### config.mk
export PLATFORM = sky130hd
export DESIGN_NAME = lite_mailbox
export DESIGN_NICKNAME = d
export VERILOG_FILES = /design/src/mbox_bus_pkg.sv /design/src/mbox_reg_pkg.sv /design/src/mbox_fifo.sv /design/src/mbox_resp_stage.sv /design/src/mbox_port.sv /design/src/lite_mailbox.sv
export VERILOG_INCLUDE_DIRS = /design/src
export SDC_FILE = /design/constraint.sdc
export NUM_CORES = 1
export LEC_CHECK = 0
export BUFFER_PORTS_ARGS = -buffer_cell sky130_fd_sc_hd__clkbuf_2
export CORE_ASPECT_RATIO = 0.8
export CORE_MARGIN = 4
export CORE_UTILIZATION = 30
export CTS_CLUSTER_DIAMETER = 40
export DETAILED_ROUTE_END_ITERATION = 16
export HOLD_SLACK_MARGIN = 0.05
export PLACE_DENSITY = 0.55
export SKIP_LAST_GASP = 1
export SYNTH_ARGS = -nofsm -noshare
export SYNTH_HDL_FRONTEND = slang
export SYNTH_SLANG_ARGS = --single-unit
export TNS_END_PERCENT = 10
### constraint.sdc
create_clock -name clk_i -period 6.5 [get_ports clk_i]
set_clock_uncertainty 0.2 [all_clocks]
set_input_delay 0.65 -clock clk_i [delete_from_list [all_inputs] [get_ports clk_i]]
set_output_delay 0.65 -clock clk_i [all_outputs]
set_load 0.005 [all_outputs]
### src/mbox_defs.svh
//--------------------------------------------------------------------------
// Mailbox build constants
// FIFO depth, bus data width and register offset width shared by the
// packages and the RTL modules
//--------------------------------------------------------------------------

`ifndef MBOX_DEFS_SVH
`define MBOX_DEFS_SVH

// words held by each direction's FIFO
`define MBOX_DEPTH 8

// register and bus data width in bits
`define MBOX_DATA_W 32

// word offset width, register index sits in bits 5:2
`define MBOX_OFFS_W 6

`endif

### src/mbox_bus_pkg.sv
//--------------------------------------------------------------------------
// Mailbox bus package
// AXI4-Lite channel types and response codes for one register port
//--------------------------------------------------------------------------

`include "mbox_defs.svh"

package mbox_bus_pkg;

  typedef logic [`MBOX_OFFS_W-1:0] addr_t;  // word offset within a port
  typedef logic [`MBOX_DATA_W-1:0] data_t;  // full-word data, no strobes

  // only two codes ever used on this slave
  typedef enum logic [1:0] {
    RESP_OKAY   = 2'b00,
    RESP_SLVERR = 2'b10
  } resp_e;

  // master to slave, AW and W must come together
  typedef struct packed {
    addr_t aw_addr;
    data_t w_data;
    logic  aw_valid;
    logic  w_valid;
    logic  b_ready;
    addr_t ar_addr;
    logic  ar_valid;
    logic  r_ready;
  } req_t;

  // slave to master
  typedef struct packed {
    logic  aw_ready;
    logic  w_ready;
    logic  b_valid;
    resp_e b_resp;
    logic  ar_ready;
    logic  r_valid;
    data_t r_data;
    resp_e r_resp;
  } rsp_t;

  typedef struct packed {
    resp_e resp;
  } b_chan_t;   // write response payload

  typedef struct packed {
    data_t data;
    resp_e resp;
  } r_chan_t;   // read response payload

endpackage

### src/mbox_reg_pkg.sv
//--------------------------------------------------------------------------
// Mailbox register package
// register map, status and interrupt bit layouts, the write-data views
// and the fixed read words of the mailbox port
//--------------------------------------------------------------------------

`include "mbox_defs.svh"

package mbox_reg_pkg;

  // register index, taken from address bits 5:2
  typedef enum logic [3:0] {
    MBOXW  = 4'd0,  // push a word to the peer
    MBOXR  = 4'd1,  // pop a word from the peer
    STATUS = 4'd2,
    ERROR  = 4'd3,  // clear on read
    WIRQT  = 4'd4,  // write fill threshold
    RIRQT  = 4'd5,  // read fill threshold
    IRQS   = 4'd6,  // write one to clear
    IRQEN  = 4'd7,
    IRQP   = 4'd8,  // status and enable
    CTRL   = 4'd9   // flush strobes
  } reg_e;

  // fill count, one bit wider so a full FIFO is representable
  typedef logic [$clog2(`MBOX_DEPTH):0] usage_t;

  typedef struct packed {
    logic err;  // bus error seen
    logic rd;   // read fill above RIRQT
    logic wr;   // write fill above WIRQT
  } irq_bits_t;

  typedef struct packed {
    logic rd_thr;
    logic wr_thr;
    logic wr_full;
    logic rd_empty;
  } status_t;

  // low bits of a written word as irq bits, bit 1/0 double as flush read/write
  typedef struct packed {
    logic [`MBOX_DATA_W-4:0] pad;
    irq_bits_t               irq;
  } ctrl_view_t;

  typedef union packed {
    logic [`MBOX_DATA_W-1:0] raw;   // thresholds
    ctrl_view_t              ctrl;  // IRQS, IRQEN, CTRL
  } wdata_u;

  localparam logic [`MBOX_DATA_W-1:0] MBOXW_READ_WORD = 'hFEEDC0DE;
  localparam logic [`MBOX_DATA_W-1:0] EMPTY_READ_WORD = 'hFEEDDEAD;

endpackage

### src/mbox_fifo.sv
//--------------------------------------------------------------------------
// Mailbox FIFO
// one direction of the mailbox, circular buffer with fill count and a
// flush that empties it in one cycle
//--------------------------------------------------------------------------

`include "mbox_defs.svh"

module mbox_fifo (
  input  logic                 clk_i,
  input  logic                 rst_i,
  input  logic                 flush_i,   // drop all words, beats push
  input  logic                 push_i,
  input  mbox_bus_pkg::data_t  data_i,
  input  logic                 pop_i,
  output mbox_bus_pkg::data_t  data_o,    // head word, registered storage
  output logic                 full_o,
  output logic                 empty_o,
  output mbox_reg_pkg::usage_t usage_o
);

  localparam int unsigned PtrW = ($clog2(`MBOX_DEPTH) > 0) ? $clog2(`MBOX_DEPTH) : 1;

  mbox_bus_pkg::data_t  mem_q [`MBOX_DEPTH];
  logic [PtrW-1:0]      wr_ptr_q, rd_ptr_q;
  mbox_reg_pkg::usage_t cnt_q;

  assign data_o  = mem_q[rd_ptr_q];  // no fall-through
  assign full_o  = (cnt_q == mbox_reg_pkg::usage_t'(`MBOX_DEPTH));
  assign empty_o = (cnt_q == '0);
  assign usage_o = cnt_q;

  // pointers and count
  always_ff @(posedge clk_i) begin
    if (rst_i || flush_i) begin
      wr_ptr_q <= '0;
      rd_ptr_q <= '0;
      cnt_q    <= '0;
    end else begin
      if (push_i) begin
        wr_ptr_q <= (wr_ptr_q == PtrW'(`MBOX_DEPTH - 1)) ? '0 : wr_ptr_q + 1'b1;
      end
      if (pop_i) begin
        rd_ptr_q <= (rd_ptr_q == PtrW'(`MBOX_DEPTH - 1)) ? '0 : rd_ptr_q + 1'b1;
      end
      case ({push_i, pop_i})
        2'b10:   cnt_q <= cnt_q + 1'b1;
        2'b01:   cnt_q <= cnt_q - 1'b1;
        default: cnt_q <= cnt_q;  // idle or both at once
      endcase
    end
  end

  // storage, payload only
  always_ff @(posedge clk_i) begin
    if (push_i && !flush_i) mem_q[wr_ptr_q] <= data_i;
  end

  a_no_overflow: assert property (@(posedge clk_i) disable iff (rst_i) push_i |-> !full_o)
    else $error("push into full mailbox FIFO");
  a_no_underflow: assert property (@(posedge clk_i) disable iff (rst_i) pop_i |-> !empty_o)
    else $error("pop from empty mailbox FIFO");

endmodule

### src/mbox_resp_stage.sv
//--------------------------------------------------------------------------
// Response holding stage
// one-entry register for a B or R payload, cuts the path from the
// register logic to the bus outputs
//--------------------------------------------------------------------------

module mbox_resp_stage #(
  parameter type payload_t = logic
) (
  input  logic     clk_i,
  input  logic     rst_i,
  input  logic     valid_i,
  output logic     ready_o,
  input  payload_t data_i,
  output logic     valid_o,
  input  logic     ready_i,
  output payload_t data_o
);

  logic     valid_q;
  payload_t data_q;

  // free when empty or drained this cycle
  assign ready_o = !valid_q || ready_i;
  assign valid_o = valid_q;
  assign data_o  = data_q;

  always_ff @(posedge clk_i) begin
    if (rst_i) begin
      valid_q <= 1'b0;
    end else if (ready_o) begin
      valid_q <= valid_i;
    end
  end

  always_ff @(posedge clk_i) begin
    if (valid_i && ready_o) data_q <= data_i;  // load on handshake only
  end

  a_hold_stable: assert property (@(posedge clk_i) disable iff (rst_i)
    valid_o && !ready_i |=> valid_o && $stable(data_o))
    else $error("response changed under back-pressure");

endmodule

### src/mbox_port.sv
//--------------------------------------------------------------------------
// Mailbox port
// AXI4-Lite register slave for one side: decodes the word offset, holds
// error, threshold and irq registers, pushes to the outgoing FIFO and
// pops from the incoming one. B and R leave through holding stages
//--------------------------------------------------------------------------

`include "mbox_defs.svh"

module mbox_port (
  input  logic                 clk_i,
  input  logic                 rst_i,
  input  mbox_bus_pkg::req_t   bus_req_i,
  output mbox_bus_pkg::rsp_t   bus_rsp_o,
  // outgoing FIFO
  output logic                 w_push_o,
  output mbox_bus_pkg::data_t  w_data_o,
  output logic                 w_flush_o,
  input  logic                 w_full_i,
  input  mbox_reg_pkg::usage_t w_usage_i,
  // incoming FIFO
  output logic                 r_pop_o,
  output logic                 r_flush_o,
  input  mbox_bus_pkg::data_t  r_data_i,
  input  logic                 r_empty_i,
  input  mbox_reg_pkg::usage_t r_usage_i,
  output logic                 irq_o       // level, active high
);

  mbox_reg_pkg::reg_e      w_idx, r_idx;    // decoded offsets
  mbox_reg_pkg::wdata_u    w_word;
  logic                    w_req, b_ready, w_acc;
  logic                    r_ready, r_acc;
  mbox_bus_pkg::b_chan_t   b_chan, b_out;
  mbox_bus_pkg::r_chan_t   r_chan, r_out;
  logic [1:0]              error_q, error_d;  // bit 1 write-full, bit 0 read-empty
  mbox_reg_pkg::usage_t    wirqt_q, wirqt_d, rirqt_q, rirqt_d;
  mbox_reg_pkg::irq_bits_t irqs_q, irqs_d, irqen_q, irqen_d;
  mbox_reg_pkg::irq_bits_t irqp, irqs_clr, irqs_set;
  mbox_reg_pkg::status_t   status;
  logic                    rd_err, wr_err, err_clr;

  // thresholds saturate one below depth so a full FIFO still fires
  function automatic mbox_reg_pkg::usage_t clamp_thr(mbox_bus_pkg::data_t v);
    if (v >= `MBOX_DEPTH) return mbox_reg_pkg::usage_t'(`MBOX_DEPTH - 1);
    return mbox_reg_pkg::usage_t'(v);
  endfunction

  assign w_idx  = mbox_reg_pkg::reg_e'(bus_req_i.aw_addr[`MBOX_OFFS_W-1:2]);
  assign r_idx  = mbox_reg_pkg::reg_e'(bus_req_i.ar_addr[`MBOX_OFFS_W-1:2]);
  assign w_word = bus_req_i.w_data;
  assign w_data_o = w_word.raw;

  assign w_req = bus_req_i.aw_valid && bus_req_i.w_valid;  // AW and W together
  assign w_acc = w_req && b_ready;
  assign r_acc = bus_req_i.ar_valid && r_ready;

  assign status.rd_thr   = (r_usage_i > rirqt_q);
  assign status.wr_thr   = (w_usage_i > wirqt_q);
  assign status.wr_full  = w_full_i;
  assign status.rd_empty = r_empty_i;

  assign irqp  = irqs_q & irqen_q;
  assign irq_o = |irqp;

  //------------------------------------------------------------------------
  // write channel
  //------------------------------------------------------------------------
  always_comb begin
    b_chan.resp = mbox_bus_pkg::RESP_SLVERR;  // read-only and unmapped
    w_push_o    = 1'b0;
    w_flush_o   = 1'b0;
    r_flush_o   = 1'b0;
    wr_err      = 1'b0;
    irqs_clr    = '0;
    wirqt_d     = wirqt_q;
    rirqt_d     = rirqt_q;
    irqen_d     = irqen_q;
    if (w_acc) begin
      case (w_idx)
        mbox_reg_pkg::MBOXW: begin
          if (!w_full_i) begin
            w_push_o    = 1'b1;
            b_chan.resp = mbox_bus_pkg::RESP_OKAY;
          end else begin
            wr_err = 1'b1;  // word dropped
          end
        end
        mbox_reg_pkg::WIRQT: begin
          wirqt_d     = clamp_thr(w_word.raw);
          b_chan.resp = mbox_bus_pkg::RESP_OKAY;
        end
        mbox_reg_pkg::RIRQT: begin
          rirqt_d     = clamp_thr(w_word.raw);
          b_chan.resp = mbox_bus_pkg::RESP_OKAY;
        end
        mbox_reg_pkg::IRQS: begin
          irqs_clr    = w_word.ctrl.irq;  // ones acknowledge
          b_chan.resp = mbox_bus_pkg::RESP_OKAY;
        end
        mbox_reg_pkg::IRQEN: begin
          irqen_d     = w_word.ctrl.irq;
          b_chan.resp = mbox_bus_pkg::RESP_OKAY;
        end
        mbox_reg_pkg::CTRL: begin
          r_flush_o   = w_word.ctrl.irq.rd;  // bit 1
          w_flush_o   = w_word.ctrl.irq.wr;  // bit 0
          b_chan.resp = mbox_bus_pkg::RESP_OKAY;
        end
        default: ;
      endcase
    end
  end

  //------------------------------------------------------------------------
  // read channel
  //------------------------------------------------------------------------
  always_comb begin
    r_chan.data = '0;
    r_chan.resp = mbox_bus_pkg::RESP_OKAY;
    r_pop_o     = 1'b0;
    rd_err      = 1'b0;
    err_clr     = 1'b0;
    case (r_idx)
      mbox_reg_pkg::MBOXW:  r_chan.data = mbox_reg_pkg::MBOXW_READ_WORD;
      mbox_reg_pkg::MBOXR: begin
        if (!r_empty_i) begin
          r_chan.data = r_data_i;
          r_pop_o     = r_acc;  // pop only on handshake
        end else begin
          r_chan.data = mbox_reg_pkg::EMPTY_READ_WORD;
          r_chan.resp = mbox_bus_pkg::RESP_SLVERR;
          rd_err      = r_acc;
        end
      end
      mbox_reg_pkg::STATUS: r_chan.data = mbox_bus_pkg::data_t'(status);
      mbox_reg_pkg::ERROR: begin
        r_chan.data = mbox_bus_pkg::data_t'(error_q);
        err_clr     = r_acc;
      end
      mbox_reg_pkg::WIRQT:  r_chan.data = mbox_bus_pkg::data_t'(wirqt_q);
      mbox_reg_pkg::RIRQT:  r_chan.data = mbox_bus_pkg::data_t'(rirqt_q);
      mbox_reg_pkg::IRQS:   r_chan.data = mbox_bus_pkg::data_t'(irqs_q);
      mbox_reg_pkg::IRQEN:  r_chan.data = mbox_bus_pkg::data_t'(irqen_q);
      mbox_reg_pkg::IRQP:   r_chan.data = mbox_bus_pkg::data_t'(irqp);
      mbox_reg_pkg::CTRL:   r_chan.data = mbox_bus_pkg::data_t'({r_flush_o, w_flush_o});
      default:              r_chan.resp = mbox_bus_pkg::RESP_SLVERR;  // zero data
    endcase
  end

  // clears first, then new events so a fresh error survives
  assign irqs_set.err = rd_err || wr_err;
  assign irqs_set.rd  = status.rd_thr;
  assign irqs_set.wr  = status.wr_thr;
  assign irqs_d  = (irqs_q & ~irqs_clr) | irqs_set;
  assign error_d = (err_clr ? 2'b00 : error_q) | {wr_err, rd_err};

  always_ff @(posedge clk_i) begin
    if (rst_i) begin
      error_q <= '0;
      wirqt_q <= '0;
      rirqt_q <= '0;
      irqs_q  <= '0;
      irqen_q <= '0;
    end else begin
      error_q <= error_d;
      wirqt_q <= wirqt_d;
      rirqt_q <= rirqt_d;
      irqs_q  <= irqs_d;
      irqen_q <= irqen_d;
    end
  end

  mbox_resp_stage #(.payload_t(mbox_bus_pkg::b_chan_t)) i_b_stage (
    .clk_i   (clk_i),
    .rst_i   (rst_i),
    .valid_i (w_req),
    .ready_o (b_ready),
    .data_i  (b_chan),
    .valid_o (bus_rsp_o.b_valid),
    .ready_i (bus_req_i.b_ready),
    .data_o  (b_out)
  );

  mbox_resp_stage #(.payload_t(mbox_bus_pkg::r_chan_t)) i_r_stage (
    .clk_i   (clk_i),
    .rst_i   (rst_i),
    .valid_i (bus_req_i.ar_valid),
    .ready_o (r_ready),
    .data_i  (r_chan),
    .valid_o (bus_rsp_o.r_valid),
    .ready_i (bus_req_i.r_ready),
    .data_o  (r_out)
  );

  assign bus_rsp_o.aw_ready = w_acc;  // AW and W accepted in one beat
  assign bus_rsp_o.w_ready  = w_acc;
  assign bus_rsp_o.b_resp   = b_out.resp;
  assign bus_rsp_o.ar_ready = r_acc;
  assign bus_rsp_o.r_data   = r_out.data;
  assign bus_rsp_o.r_resp   = r_out.resp;

  // pop decision is here, empty comes from the peer's FIFO
  a_pop_not_empty: assert property (@(posedge clk_i) disable iff (rst_i)
    !(r_pop_o && r_empty_i))
    else $error("mailbox pop while incoming FIFO empty");

endmodule

### src/lite_mailbox.sv
//--------------------------------------------------------------------------
// Dual-port AXI4-Lite mailbox
// two register ports, each pushing into its own FIFO and popping from
// the FIFO of the other side, one level irq per port
//--------------------------------------------------------------------------

module lite_mailbox (
  input  logic                     clk_i,
  input  logic                     rst_i,
  input  mbox_bus_pkg::req_t [1:0] bus_req_i,
  output mbox_bus_pkg::rsp_t [1:0] bus_rsp_o,
  output logic               [1:0] irq_o
);

  // FIFO i is written by port i and read by port 1-i
  logic                       [1:0] push, pop;     // push by writer, pop by reader
  logic                       [1:0] w_flush, r_flush;
  logic                       [1:0] full, empty;   // index is the FIFO
  mbox_bus_pkg::data_t        [1:0] w_data, head;
  mbox_reg_pkg::usage_t       [1:0] usage;

  for (genvar i = 0; i < 2; i++) begin : gen_port
    mbox_port i_port (
      .clk_i     (clk_i),
      .rst_i     (rst_i),
      .bus_req_i (bus_req_i[i]),
      .bus_rsp_o (bus_rsp_o[i]),
      .w_push_o  (push[i]),
      .w_data_o  (w_data[i]),
      .w_flush_o (w_flush[i]),
      .w_full_i  (full[i]),
      .w_usage_i (usage[i]),
      .r_pop_o   (pop[i]),
      .r_flush_o (r_flush[i]),
      .r_data_i  (head[1-i]),    // crossed
      .r_empty_i (empty[1-i]),
      .r_usage_i (usage[1-i]),
      .irq_o     (irq_o[i])
    );
  end

  for (genvar i = 0; i < 2; i++) begin : gen_fifo
    mbox_fifo i_fifo (
      .clk_i   (clk_i),
      .rst_i   (rst_i),
      .flush_i (w_flush[i] | r_flush[1-i]),  // either end may flush
      .push_i  (push[i]),
      .data_i  (w_data[i]),
      .pop_i   (pop[1-i]),
      .data_o  (head[i]),
      .full_o  (full[i]),
      .empty_o (empty[i]),
      .usage_o (usage[i])
    );
  end

endmodule

==> flow_summary.yaml <==
global_routing:
  first_global_vias: 14400
  grt_pass1_wl_um: 93500
  gr-usage-all-layers_pct: 13.8
  grt-ovfl-total: 0
  grt_max_degree: 46
  antenna_found_initial: 9
timing:
  post-route-period-util_pct: 57.6
  drv_slew: 0
  relSlewSlack_pct: 15.0
  rsz0062_at_grt: "false"
  setup_viol: 0
  hold_viol: 0
  whs_ns: 0.0995
  tns_ns: 0
  timing.final.crit_period_ns: 3.74
  tightestPinTransition_ns: 1.27
  fmax_ghz: 0.267
detailed_routing:
  ant_nets: 0
  num_vias: 13800
  drt_iter0_drc: 1007
  drc_errors: 0
  wl_per_cell_um: 22.2
  via_per_inst: 4.88
  drt_wl_total_um: 62700
  firstDrtPassIters: 5
worst_setup_path:
  critPathLaunchType: "input pin"
  rr_startpoint: "gen_fifo[1].i_fifo.usage_o[1]"
  crit_buf_inv: 4
  path_max_fanout: 17
  cpPeakStageDelay_ns: 0.63
  crit_path_end_kind: "register"
  worstSetupPathDepth: 9
  path_cells: "dlygate4sd3_1, clkbuf_2, nand2_1, nor4_1, buf_4, nand2_1, or3_1, nor2_4, buf_4"
  reg2reg_slack_ns: 2.95
  arrival_ns: 3.85
  worst-r2r-cell-count: 6
  crit_family: "simple AND/OR/NAND/NOR gates"
  crit_slowest_cell: "or3_1"
  worstSetupPathType: "input pin to register"
  crit_required_ns: 6.61
  r2r_end: "gen_fifo[1].i_fifo.mem_q[6][12]"
yosys:
  ys_ff_latch: 642
  netlist_instances: 1412
  synth.area.top_cells: "edfxtp_1, mux4_2, dfxtp_1"
  synth_top_area_share_pct: 68.0
  ys_warn_count: 0
  synth_area_leader_cell: "edfxtp_1"
  synth_ff_type: "edfxtp_1"
  syn_area_sq_mm: 0.0256
  synthDistinctLibCells: 63
  yosysMostFrequentCell: "edfxtp_1"
  synth.top_cells.by_count: "edfxtp_1, mux4_2, mux2i_1"
  syn_avg_cell_area_sq_um: 18.1
  synth-async-reset-ratio_pct: 0
  ys_seq_area_share_pct: 72.9
  synth_edf_count: 580
place:
  port_buffers: 171
  dp.final_hpwl_um: 38200
  gp_congestion: 0.772
cells_and_area:
  fin_nets: 1762
  syn2layout_area_growth_pct: 21.4
  drive_gt1_share_pct: 30.0
  final_core_util_pct: 36.9
outcome:
  run_status: "finished clean"
clocking:
  clk_latency_ns: 0.65
  cts_root_buffer: "clkbuf_16"
  cts_tree: "built"
  clkSlewWorstSetupHoldPaths_ns: 0.06
  clock_sinks: 642
  cts_setup_buffers: 0
  cts_buffers: 90
  clk_path_buf_depth: 3
  cts_max_level: 3
worst_hold_path:
  holdPathEnd: "gen_port[1].i_port.i_r_stage.valid_o"
  min_path_cells: 3
  hold_class: "input pin to register"
  hp-start: "bus_req_i[49]"
floorplan:
  start_util_pct: 30.4
  die_w_um: 335
  die_h_um: 269
  num_rows: 95
  coreArea_sq_mm: 0.0843
  die_area_sq_mm: 0.0901
  num_io_pins: 184
job:
  maxCapViolations: 0
power:
  p_per_area_mw_per_mm2: 315
  power.internal_mw: 7.69
  power.total_mw: 9.80
  power_leakage_nw: 10.1
  pwr-share-clk_pct: 51.2
  irDropWorstVdd_uv: 185
  comb_power_share_pct: 2.3
  pwr-share-seq_pct: 46.5
  p_sw_share_pct: 21.6
  p_switching_mw: 2.11
-- state kept, by name, summed over array words and instances, names as in the netlist, named ones only --
signal	count
gen_fifo.i_fifo.mem_q	512
gen_fifo.i_fifo.rd_ptr_q	6
gen_fifo.i_fifo.usage_o	8
gen_fifo.i_fifo.wr_ptr_q	6
gen_port.i_port.error_q	4
gen_port.i_port.i_b_stage.data_o	2
gen_port.i_port.i_b_stage.valid_o	2
gen_port.i_port.i_r_stage.data_o	66
gen_port.i_port.i_r_stage.valid_o	2
gen_port.i_port.irqen_q	6
gen_port.i_port.irqs_q	6
gen_port.i_port.rirqt_q	8
gen_port.i_port.wirqt_q	8
-- worst min-delay path, stage by stage --
cell and delay, ns:
clkbuf_2 0.07, nand2b_1 0.11, a21oi_1 0.07
-- area by class of cell --
type,instances,area (sq um)
fillers,7729,53200
flip-flops and latches,642,18700
clock buffers,102,2330
repair buffers,212,1180
multi-input cells,657,6540
inverters,29,109
well taps,1115,1400
clock inverters,67,837
diodes,3,7.51
-- worst max path at each step --
| stage | from | slack [ns] | to |
|---|---|---|---|
| after floorplan | bus_req_i[45] | 0.84 | gen_fifo[0].i_fifo.mem_q[4][0] |
| after global placement | bus_req_i[95] | 2.40 | gen_fifo[1].i_fifo.mem_q[6][10] |
| after detailed placement | bus_req_i[95] | 2.35 | gen_fifo[1].i_fifo.mem_q[7][11] |
| after CTS | bus_req_i[9] | 2.76 | gen_fifo[0].i_fifo.mem_q[2][16] |
| after global routing | bus_req_i[9] | 2.65 | gen_fifo[0].i_fifo.mem_q[2][16] |
| final | bus_req_i[9] | 2.76 | gen_fifo[0].i_fifo.mem_q[2][16] |
-- kinds of logic after synthesis --
logic type	count (synthesis)	synth area share [%]
muxes	208	14.4
buffers and inverters	116	2.05
DFF	642	72.9
and+or+nand+nor	248	5.10
other	1	0.0146
AOI/OAI and AO/OA	157	3.75
adders and majority gates	30	1.47
xor gates and xnor gates	10	0.342
-- metal layers --
layer	vias to the layer above	track usage, %	share of wire (%)	wire (um)
li1	6144	-	-	-
met1	7171	19.5	46	28600
met2	352	21.3	46	29000
met3	109	3.30	5.7	3550
met4	10	4.16	2.3	1460
met5	-	0	0.11	70
-- placed cells by master (no fill, tap or decap), types with 10 or more instances in the layout --
| cell | count |
|---|---|
| edfxtp_1 | 580 |
| clkbuf_2 | 171 |
| mux4_2 | 128 |
| clkbuf_16 | 90 |
| mux2i_1 | 78 |
| nor2_1 | 64 |
| dfxtp_1 | 56 |
| nand2_1 | 53 |
| o21ai_0 | 49 |
| a21oi_1 | 46 |
| buf_4 | 34 |
| ha_1 | 30 |
| inv_1 | 28 |
| nor4_1 | 17 |
| nor3_1 | 15 |
| a211oi_1 | 15 |
| nand2b_1 | 14 |
| clkinv_1 | 12 |
| clkinv_2 | 12 |
| bufinv_16 | 11 |
| or3_1 | 10 |
| nand3b_1 | 10 |
-- power groups by stage --
stage | registers, mW | logic [mW] | clock network (mW)
3_5_place_dp | 4.64 | 0.229 | 0
2_1_floorplan | 4.64 | 0.0787 | 0
3_3_place_gp | 4.64 | 0.220 | 0
4_1_cts | 4.56 | 0.233 | 5.14
6_report | 4.56 | 0.229 | 5.02
5_1_grt | 4.55 | 0.254 | 5.35
-- per-stage QoR --
step / worst slack (ns) / cells / area (sq um)
after floorplan: 0.842 / 1415 / 25600
after global placement: 2.40 / 2648 / 27800
after detailed placement: 2.35 / 2648 / 27800
after CTS: 2.76 / 2824 / 31100
after global routing: 2.65 / 2824 / 31100
final: 2.76 / 2827 / 31100
-- repair_timing --
action                                 in CTS  in global routing
hold buffers                                7                  0
endpoints found under the hold margin       8                  0
resized for setup                           0                  0
Note: power is estimated with default switching activity, not from simulation.
